[src/obi_integ_pkg.sv]
/*
 * OBI data integrity package
 * Bus widths, vector types, outstanding limit and integrity FSM states
 */

package obi_integ_pkg;

  // Bus field widths
  localparam int unsigned ADDR_W = 32;
  localparam int unsigned DATA_W = 32;
  localparam int unsigned BE_W   = DATA_W / 8;
  localparam int unsigned ACHK_W = 12;
  localparam int unsigned RCHK_W = 5;

  // Most transactions allowed in flight
  localparam int unsigned MAX_OUTSTANDING = 2;
  // Count must reach MAX_OUTSTANDING itself
  localparam int unsigned CNT_W = $clog2(MAX_OUTSTANDING + 1);

  typedef logic [ADDR_W-1:0] addr_t;
  typedef logic [DATA_W-1:0] data_t;
  typedef logic [BE_W-1:0]   be_t;
  typedef logic [ACHK_W-1:0] achk_t;
  typedef logic [RCHK_W-1:0] rchk_t;
  typedef logic [CNT_W-1:0]  cnt_t;

  // Integrity FSM
  // Run accepts traffic, drain waits for the bus to empty, halt is final
  typedef enum logic [1:0] {
    INTEG_RUN   = 2'd0,
    INTEG_DRAIN = 2'd1,
    INTEG_HALT  = 2'd2
  } integ_state_e;

endpackage

[src/obi_data_if.sv]
/*
 * OBI data bus interface
 * A channel with achk and reqpar, R channel with rchk and rvalidpar
 */

`timescale 1ns/1ps

interface obi_data_if;

  //////////////////////////////
  // A channel
  //////////////////////////////

  logic                 req;
  logic                 reqpar;
  logic                 gnt;
  logic                 gntpar;
  obi_integ_pkg::addr_t addr;
  logic                 we;
  obi_integ_pkg::be_t   be;
  obi_integ_pkg::data_t wdata;
  obi_integ_pkg::achk_t achk;

  //////////////////////////////
  // R channel
  //////////////////////////////

  logic                 rvalid;
  logic                 rvalidpar;
  obi_integ_pkg::data_t rdata;
  logic                 err;
  obi_integ_pkg::rchk_t rchk;

  // Adapter side, drives the request
  modport manager (
    output req, reqpar, addr, we, be, wdata, achk,
    input  gnt, gntpar, rvalid, rvalidpar, rdata, err, rchk
  );

  // Bus side, answers grants and responses
  modport subordinate (
    input  req, reqpar, addr, we, be, wdata, achk,
    output gnt, gntpar, rvalid, rvalidpar, rdata, err, rchk
  );

  // Passive observer
  modport monitor (
    input req, reqpar, gnt, gntpar, addr, we, be, wdata, achk,
    input rvalid, rvalidpar, rdata, err, rchk
  );

endinterface

[src/obi_data_adapter.sv]
/*
 * OBI data adapter
 * Drives the A channel with achk and reqpar, tracks per-transaction
 * attributes and checks gnt, rvalid and rchk integrity on the way back
 */

`timescale 1ns/1ps

module obi_data_adapter (
  input  logic                 clk,
  input  logic                 rst_n,
  // Gated transaction request
  input  logic                 issue_valid_i,
  output logic                 issue_ready_o,
  input  obi_integ_pkg::addr_t trans_addr_i,
  input  logic                 trans_we_i,
  input  obi_integ_pkg::be_t   trans_be_i,
  input  obi_integ_pkg::data_t trans_wdata_i,
  input  logic                 trans_integrity_i,
  // Control and bus occupancy
  input  logic                 integrity_en_i,
  input  obi_integ_pkg::cnt_t  bus_cnt_i,
  // Transaction response, consumer always ready
  output logic                 resp_valid_o,
  output obi_integ_pkg::data_t resp_rdata_o,
  output logic                 resp_err_o,
  output logic                 resp_integrity_o,
  output logic                 resp_integrity_err_o,
  output logic                 integrity_err_o,
  obi_data_if.manager          bus
);

  localparam int unsigned MAX = obi_integ_pkg::MAX_OUTSTANDING;

  // One bit deeper than the count, index 0 stays zero
  logic [MAX:0] fifo_integ_q;
  logic [MAX:0] fifo_gnterr_q;
  logic [MAX:0] fifo_store_q;

  logic       gntpar_err;
  logic       gntpar_err_q;
  logic       gntpar_err_resp;
  logic       rvalidpar_err;
  logic       resp_is_store;
  logic [1:0] rchk_en;
  logic       rchk_err;

  //////////////////////////////
  // A channel
  //////////////////////////////

  // Source holds trans_* stable until the grant
  assign bus.req    = issue_valid_i;
  assign bus.reqpar = ~issue_valid_i;
  assign bus.addr   = trans_addr_i;
  assign bus.we     = trans_we_i;
  assign bus.be     = trans_be_i;
  assign bus.wdata  = trans_wdata_i;

  // Bits 7, 6 and 4 cover atop, dbg, prot and memtype, all zero here
  assign bus.achk = {
    ^trans_wdata_i[31:24],
    ^trans_wdata_i[23:16],
    ^trans_wdata_i[15:8],
    ^trans_wdata_i[7:0],
    1'b0,
    1'b1,
    ~^{trans_be_i, trans_we_i},
    1'b1,
    ^trans_addr_i[31:24],
    ^trans_addr_i[23:16],
    ^trans_addr_i[15:8],
    ^trans_addr_i[7:0]
  };

  assign issue_ready_o = bus.gnt;

  // Grant parity, error when gntpar equals gnt
  assign gntpar_err = (bus.gnt == bus.gntpar);

  // Sticky over waited grants, cleared when the address phase ends
  always_ff @(posedge clk or negedge rst_n) begin
    if (!rst_n) begin
      gntpar_err_q <= 1'b0;
    end else if (bus.req) begin
      if (bus.gnt) begin
        gntpar_err_q <= 1'b0;
      end else begin
        gntpar_err_q <= gntpar_err_q || gntpar_err;
      end
    end
  end

  //////////////////////////////
  // Per-transaction FIFO
  //////////////////////////////

  // Newest entry enters at index 1, older ones move up
  always_ff @(posedge clk or negedge rst_n) begin
    if (!rst_n) begin
      fifo_integ_q  <= '0;
      fifo_gnterr_q <= '0;
      fifo_store_q  <= '0;
    end else if (bus.req && bus.gnt) begin
      fifo_integ_q  <= {fifo_integ_q[MAX-1:1], trans_integrity_i, 1'b0};
      fifo_gnterr_q <= {fifo_gnterr_q[MAX-1:1], gntpar_err || gntpar_err_q, 1'b0};
      fifo_store_q  <= {fifo_store_q[MAX-1:1], trans_we_i, 1'b0};
    end
  end

  //////////////////////////////
  // R channel
  //////////////////////////////

  assign resp_valid_o = bus.rvalid;
  assign resp_rdata_o = bus.rdata;
  assign resp_err_o   = bus.err;

  // Oldest outstanding entry sits at the current count
  assign resp_integrity_o = fifo_integ_q[bus_cnt_i];
  assign resp_is_store    = fifo_store_q[bus_cnt_i];
  assign gntpar_err_resp  = bus.rvalid && fifo_gnterr_q[bus_cnt_i];

  assign rvalidpar_err = (bus.rvalid == bus.rvalidpar);

  // Data groups only for loads, err group for every response
  assign rchk_en[0] = bus.rvalid && integrity_en_i && !resp_is_store;
  assign rchk_en[1] = bus.rvalid && integrity_en_i;

  obi_rchk_check rchk_check_i (
    .rdata_i  (bus.rdata),
    .err_i    (bus.err),
    .rchk_i   (bus.rchk),
    .enable_i (rchk_en),
    .err_o    (rchk_err)
  );

  assign resp_integrity_err_o = rvalidpar_err || gntpar_err_resp || rchk_err;

  // Immediate gnt parity errors are reported without waiting for the response
  assign integrity_err_o = resp_integrity_err_o || gntpar_err;

endmodule

[src/obi_data_integ_top.sv]
/*
 * OBI data integrity top level
 * Adapter, outstanding counter and integrity FSM on plain bus ports
 */

`timescale 1ns/1ps

module obi_data_integ_top (
  input  logic                 clk,
  input  logic                 rst_n,
  // Transaction request
  input  logic                 trans_valid_i,
  output logic                 trans_ready_o,
  input  obi_integ_pkg::addr_t trans_addr_i,
  input  logic                 trans_we_i,
  input  obi_integ_pkg::be_t   trans_be_i,
  input  obi_integ_pkg::data_t trans_wdata_i,
  input  logic                 trans_integrity_i,
  // Transaction response
  output logic                 resp_valid_o,
  output obi_integ_pkg::data_t resp_rdata_o,
  output logic                 resp_err_o,
  output logic                 resp_integrity_o,
  output logic                 resp_integrity_err_o,
  // Control and status
  input  logic                 integrity_en_i,
  output logic                 alert_major_o,
  output logic                 halted_o,
  // OBI A channel
  output logic                 obi_req_o,
  output logic                 obi_reqpar_o,
  input  logic                 obi_gnt_i,
  input  logic                 obi_gntpar_i,
  output obi_integ_pkg::addr_t obi_addr_o,
  output logic                 obi_we_o,
  output obi_integ_pkg::be_t   obi_be_o,
  output obi_integ_pkg::data_t obi_wdata_o,
  output obi_integ_pkg::achk_t obi_achk_o,
  // OBI R channel
  input  logic                 obi_rvalid_i,
  input  logic                 obi_rvalidpar_i,
  input  obi_integ_pkg::data_t obi_rdata_i,
  input  logic                 obi_err_i,
  input  obi_integ_pkg::rchk_t obi_rchk_i
);

  logic                issue_valid;
  logic                issue_ready;
  logic                integrity_err;
  logic                full;
  obi_integ_pkg::cnt_t bus_cnt;

  obi_data_if bus_if ();

  //////////////////////////////
  // Bus side of the interface
  //////////////////////////////

  assign obi_req_o    = bus_if.req;
  assign obi_reqpar_o = bus_if.reqpar;
  assign obi_addr_o   = bus_if.addr;
  assign obi_we_o     = bus_if.we;
  assign obi_be_o     = bus_if.be;
  assign obi_wdata_o  = bus_if.wdata;
  assign obi_achk_o   = bus_if.achk;

  assign bus_if.gnt       = obi_gnt_i;
  assign bus_if.gntpar    = obi_gntpar_i;
  assign bus_if.rvalid    = obi_rvalid_i;
  assign bus_if.rvalidpar = obi_rvalidpar_i;
  assign bus_if.rdata     = obi_rdata_i;
  assign bus_if.err       = obi_err_i;
  assign bus_if.rchk      = obi_rchk_i;

  obi_integ_fsm integ_fsm_i (
    .clk             (clk),
    .rst_n           (rst_n),
    .trans_valid_i   (trans_valid_i),
    .trans_ready_o   (trans_ready_o),
    .issue_valid_o   (issue_valid),
    .issue_ready_i   (issue_ready),
    .full_i          (full),
    .bus_cnt_i       (bus_cnt),
    .resp_valid_i    (resp_valid_o),
    .integrity_err_i (integrity_err),
    .alert_major_o   (alert_major_o),
    .halted_o        (halted_o)
  );

  obi_data_adapter data_adapter_i (
    .clk                  (clk),
    .rst_n                (rst_n),
    .issue_valid_i        (issue_valid),
    .issue_ready_o        (issue_ready),
    .trans_addr_i         (trans_addr_i),
    .trans_we_i           (trans_we_i),
    .trans_be_i           (trans_be_i),
    .trans_wdata_i        (trans_wdata_i),
    .trans_integrity_i    (trans_integrity_i),
    .integrity_en_i       (integrity_en_i),
    .bus_cnt_i            (bus_cnt),
    .resp_valid_o         (resp_valid_o),
    .resp_rdata_o         (resp_rdata_o),
    .resp_err_o           (resp_err_o),
    .resp_integrity_o     (resp_integrity_o),
    .resp_integrity_err_o (resp_integrity_err_o),
    .integrity_err_o      (integrity_err),
    .bus                  (bus_if)
  );

  obi_outstanding_cnt outstanding_cnt_i (
    .clk       (clk),
    .rst_n     (rst_n),
    .bus       (bus_if),
    .bus_cnt_o (bus_cnt),
    .full_o    (full)
  );

endmodule

[src/obi_integ_fsm.sv]
/*
 * Integrity FSM
 * Gates new transactions, drains the bus after an integrity error, then halts
 */

`timescale 1ns/1ps

module obi_integ_fsm (
  input  logic                clk,
  input  logic                rst_n,
  // Transaction source side
  input  logic                trans_valid_i,
  output logic                trans_ready_o,
  // Adapter side
  output logic                issue_valid_o,
  input  logic                issue_ready_i,
  // Bus occupancy
  input  logic                full_i,
  input  obi_integ_pkg::cnt_t bus_cnt_i,
  // Response and error status
  input  logic                resp_valid_i,
  input  logic                integrity_err_i,
  output logic                alert_major_o,
  output logic                halted_o
);

  obi_integ_pkg::integ_state_e state_q;
  obi_integ_pkg::integ_state_e state_d;
  logic                        allow;
  logic                        bus_idle;

  // New traffic only while running and below the limit
  assign allow = (state_q == obi_integ_pkg::INTEG_RUN) && !full_i;

  assign issue_valid_o = trans_valid_i && allow;
  assign trans_ready_o = issue_ready_i && allow;

  // Nothing in flight and no response in this cycle
  assign bus_idle = (bus_cnt_i == '0) && !resp_valid_i;

  //////////////////////////////
  // State transitions
  //////////////////////////////

  always_comb begin
    state_d = state_q;
    case (state_q)
      obi_integ_pkg::INTEG_RUN: begin
        if (integrity_err_i) begin
          state_d = obi_integ_pkg::INTEG_DRAIN;
        end
      end
      obi_integ_pkg::INTEG_DRAIN: begin
        if (bus_idle) begin
          state_d = obi_integ_pkg::INTEG_HALT;
        end
      end
      // Only reset leaves the halted state
      default: state_d = obi_integ_pkg::INTEG_HALT;
    endcase
  end

  always_ff @(posedge clk or negedge rst_n) begin
    if (!rst_n) begin
      state_q       <= obi_integ_pkg::INTEG_RUN;
      alert_major_o <= 1'b0;
    end else begin
      state_q <= state_d;
      // Sticky major alert
      if (integrity_err_i) begin
        alert_major_o <= 1'b1;
      end
    end
  end

  assign halted_o = (state_q == obi_integ_pkg::INTEG_HALT);

endmodule

[src/obi_outstanding_cnt.sv]
/*
 * Outstanding transaction counter
 * Counts granted but unanswered OBI transactions, flags the limit
 */

`timescale 1ns/1ps

module obi_outstanding_cnt (
  input  logic                clk,
  input  logic                rst_n,
  obi_data_if.monitor         bus,
  output obi_integ_pkg::cnt_t bus_cnt_o,
  output logic                full_o
);

  obi_integ_pkg::cnt_t cnt_q;
  logic                accept;

  // Address phase ends on req and gnt together
  assign accept = bus.req && bus.gnt;

  always_ff @(posedge clk or negedge rst_n) begin
    if (!rst_n) begin
      cnt_q <= '0;
    end else begin
      case ({accept, bus.rvalid})
        2'b10: begin
          // Saturate at the limit
          if (!full_o) begin
            cnt_q <= cnt_q + obi_integ_pkg::cnt_t'(1);
          end
        end
        2'b01: begin
          if (cnt_q != '0) begin
            cnt_q <= cnt_q - obi_integ_pkg::cnt_t'(1);
          end
        end
        // Both or neither, count unchanged
        default: cnt_q <= cnt_q;
      endcase
    end
  end

  assign bus_cnt_o = cnt_q;
  assign full_o    = (cnt_q == obi_integ_pkg::cnt_t'(obi_integ_pkg::MAX_OUTSTANDING));

endmodule

[src/obi_rchk_check.sv]
/*
 * Response checksum checker
 * Recomputes rchk from rdata and err, flags mismatches in enabled groups
 */

`timescale 1ns/1ps

module obi_rchk_check (
  input  obi_integ_pkg::data_t rdata_i,
  input  logic                 err_i,
  input  obi_integ_pkg::rchk_t rchk_i,
  // Bit 0 enables the rdata byte groups, bit 1 the err group
  input  logic [1:0]           enable_i,
  output logic                 err_o
);

  obi_integ_pkg::rchk_t rchk_exp;
  obi_integ_pkg::rchk_t mismatch;

  // Even parity per group
  assign rchk_exp = {
    ^err_i,
    ^rdata_i[31:24],
    ^rdata_i[23:16],
    ^rdata_i[15:8],
    ^rdata_i[7:0]
  };

  assign mismatch = rchk_exp ^ rchk_i;

  // Byte groups only matter for load data
  assign err_o = (enable_i[0] && (|mismatch[3:0])) ||
                 (enable_i[1] && mismatch[4]);

endmodule

[config.mk]
export PLATFORM = sky130hd
export DESIGN_NAME = obi_data_integ_top
export DESIGN_NICKNAME = d
export VERILOG_FILES = /design/src/obi_integ_pkg.sv /design/src/obi_data_if.sv /design/src/obi_data_adapter.sv /design/src/obi_data_integ_top.sv /design/src/obi_integ_fsm.sv /design/src/obi_outstanding_cnt.sv /design/src/obi_rchk_check.sv
export SDC_FILE = /design/constraint.sdc
export NUM_CORES = 1
export LEC_CHECK = 0
export ABC_CLOCK_PERIOD_IN_PS = 2300
export BUFFER_PORTS_ARGS = -buffer_cell sky130_fd_sc_hd__buf_2
export CAP_MARGIN = 20
export CORE_AREA = 2 2 91 93
export CTS_CLUSTER_SIZE = 8
export DETAILED_ROUTE_END_ITERATION = 6
export DIE_AREA = 0 0 93 95
export GPL_ROUTABILITY_DRIVEN = 0
export PLACE_DENSITY = 0.69
export SYNTH_ARGS = -nofsm -noshare
export SYNTH_HDL_FRONTEND = slang
export SYNTH_HIERARCHICAL = 1
export SYNTH_SLANG_ARGS = --single-unit
[constraint.sdc]
create_clock -name clk -period 2.3 [get_ports clk]
set_input_delay 0.115 -clock clk [delete_from_list [all_inputs] [get_ports clk]]
set_output_delay 0.115 -clock clk [all_outputs]
set_load 0.01 [all_outputs]
==> results.yml <==
status:
  outcome: "complete, no violations"
route:
  final_antenna_net_count: 0
  totalWireLength_mm: 5.388
  avgRoutedWirePerCell_um: 10.84
  drc: 0
  vias_per_cell: 3.944
  vias: 1960
  first_pass_iters: 4
  drt_iter0_drc: 9
job:
  cap_violations: 0
floorplan:
  num_rows: 33
  fp.coreArea_um2: 7928
  fp.dieH_um: 95
  die_x_um: 93
  io_pins: 238
  die_area_um2: 8835
  initial_core_util: 0.2909
yosys:
  async_flop_share: 1.000
  seq_area_frac_synth: 0.1302
  ys_ff_latch: 12
  synth-edff-count: 0
  avgSynthCellArea_um2: 8.835
  synthDistinctLibCells: 33
  syn_area_um2: 2306
  ys.flop_type: "dfrtp_1"
  synth_common_cells: "buf_4 (108), xnor2_1 (69), xor2_1 (18)"
  synth_top_area_cell: "buf_4"
  synth_cells: 261
  yosysTopAreaCellShare: 0.3516
  yosys-top-cells-area: "buf_4 (35%), xnor2_1 (26%), dfrtp_1 (13%), xor2_1 (6.8%), xnor3_1 (3.9%)"
  yosys.cell_count.top_type: "buf_4"
  yosysWarningCount: 6
cells_and_area:
  fill_cells: 863
  syn_to_final_growth_pct: 23.71
  n_antenna_cell: 0
  drive_above_1_share: 0.6327
  fin_util: 0.3598
  seqCellArea_um2: 300.3
  finalNonFillerCells: 497
  fin_nets: 510
  multiInputGateArea_um2: 1187
clock_network:
  cts_tree: "done"
  cts-root-buf: "clkbuf_8"
  clkTransAtPathRegs_ps: 50
  post_cts_buffers: 0
  clockBufferDepth: 2
  cts_sinks: 12
  cts_resized: 0
  cts_htree_levels: 1
  numCtsBuffers: 3
  hold_buffers: 1
  clk_latency_ps: 240
critical_path:
  critical_path_class: "in2out"
  cp.arrival_ps: 1830
  worst-path-max-fanout: 2
  cp.required_ps: 2180
  critPathLaunchType: "primary input"
  endpoint_kind: "primary output"
  reg2reg_from: "outstanding_cnt_i/bus_cnt_o[0]"
  crit_path_start: "obi_rdata_i[18]"
global_route:
  grt_use_total: 0.1019
  antenna_found_initial: 0
  grt_start_max_net_pins: 13
  grt-ovfl-total: 0
  grt_first_pass_wirelength_mm: 7.293
  grt_pass1_vias: 1658
sta:
  final-hold-violation-count: 0
  timing.final.crit_share: 0.8435
  setup_tns_ps: 0
  rsz0062_at_grt: "false"
  period_minus_slack_ps: 1940
  drv_slew: 0
  setup_ws_ps: 359.8
  fin_worst_skew_ps: 0.8225
  clock.fmax_mhz: 515.4
  setup_viol: 0
power_and_ir_drop:
  total_power_mw: 1.375
  power_density_nw_per_um2: 481.9
  p_leak_nw: 1.517
  vdd.ir_drop.worst_uv: 317.9
placed_design:
  dp_cells: 493
  dpl_worst_slack_ps: 45.63
  place.port_buffers: 234
  hpwl_mm: 4.931
min_path:
  hold_class: "in2reg"
  hold_start: "trans_integrity_i"
==> layout make-up <==
class / count / area share
Multi-Input combinational cell: 139 / 0.4162
Timing Repair Buffer: 235 / 0.4140
Sequential cell: 12 / 0.1053
Tap cell: 105 / 0.04605
Clock buffer: 3 / 0.01447
Inverter: 3 / 0.003947
==> power by group <==
part	switching (mW)	leakage, nW	internal (mW)
registers	0.0584	0.148	0.283
clock network	0.0734	0.0216	0.115
logic	0.393	1.35	0.452
total	0.524	1.52	0.850
==> path summary, 6_finish.rpt <==
path	depth (start not counted)	endpoint	slack (ps)
setup / recovery	8	resp_integrity_err_o	360
hold / removal	2	data_adapter_i/fifo_integ_q[1]	110
min in group asynchronous	2	data_adapter_i/fifo_gnterr_q[2]	280
hold reg to reg	1	integ_fsm_i/state_q[0]	490
setup reg to reg	5	integ_fsm_i/alert_major_o	480
max in group asynchronous	2	integ_fsm_i/state_q[0]	1800
==> sequential cells by signal (all words and copies together), names as in the netlist <==
register / flops
data_adapter_i/fifo_gnterr_q: 2
data_adapter_i/fifo_integ_q: 2
data_adapter_i/fifo_store_q: 2
data_adapter_i/gntpar_err_q: 1
integ_fsm_i/alert_major_o: 1
integ_fsm_i/state_q: 2
outstanding_cnt_i/bus_cnt_o: 2
==> routing by layer <==
metal  routed length [um]  part of all wire  track usage  up-vias
met5                    0                 0            0        -
li1                     -                 -            -      975
met1                 1969              0.37       0.1183      879
met3                  408             0.076      0.01117        4
met4                   29            0.0054      0.02206        0
met2                 2981              0.55       0.1999      102
==> logic make-up (layout without fill, tap and decap cells) <==
logic type / after synthesis / count (layout) / synth area share
xor+xnor: 91 / 91 / 0.3695
other cells: 2 / 3 / 0.003257
simple gates: 29 / 29 / 0.08194
compound gates: 11 / 11 / 0.03419
flops: 12 / 12 / 0.1302
mux: 5 / 5 / 0.02441
buf+inv: 111 / 241 / 0.3565
==> layout by cell type (no fill, tap or decap), types with 4 or more instances in the layout <==
cell	count
xnor2_1	69
dfrtp_1	12
buf_2	234
mux2_2	5
xnor3_1	4
nand2_1	4
xor2_1	18
==> critical path: stages <==
cell and delay (ps):
buf_2 110, xor2_1 140, xnor3_1 430, xnor2_1 190, nand4_1 130, a22o_1 260
or2_2 300, buf_2 140
==> metrics by stage <==
step | hold slack [ps] | area [um^2]
2_1_floorplan | -180.6 | 2310
3_3_place_gp | 9.784 | 2801
3_5_place_dp | 13.18 | 2801
4_1_cts | 100.5 | 2853
5_1_grt | 124.6 | 2853
6_report | 105.0 | 2853
Power figures use the tool's default switching activity.
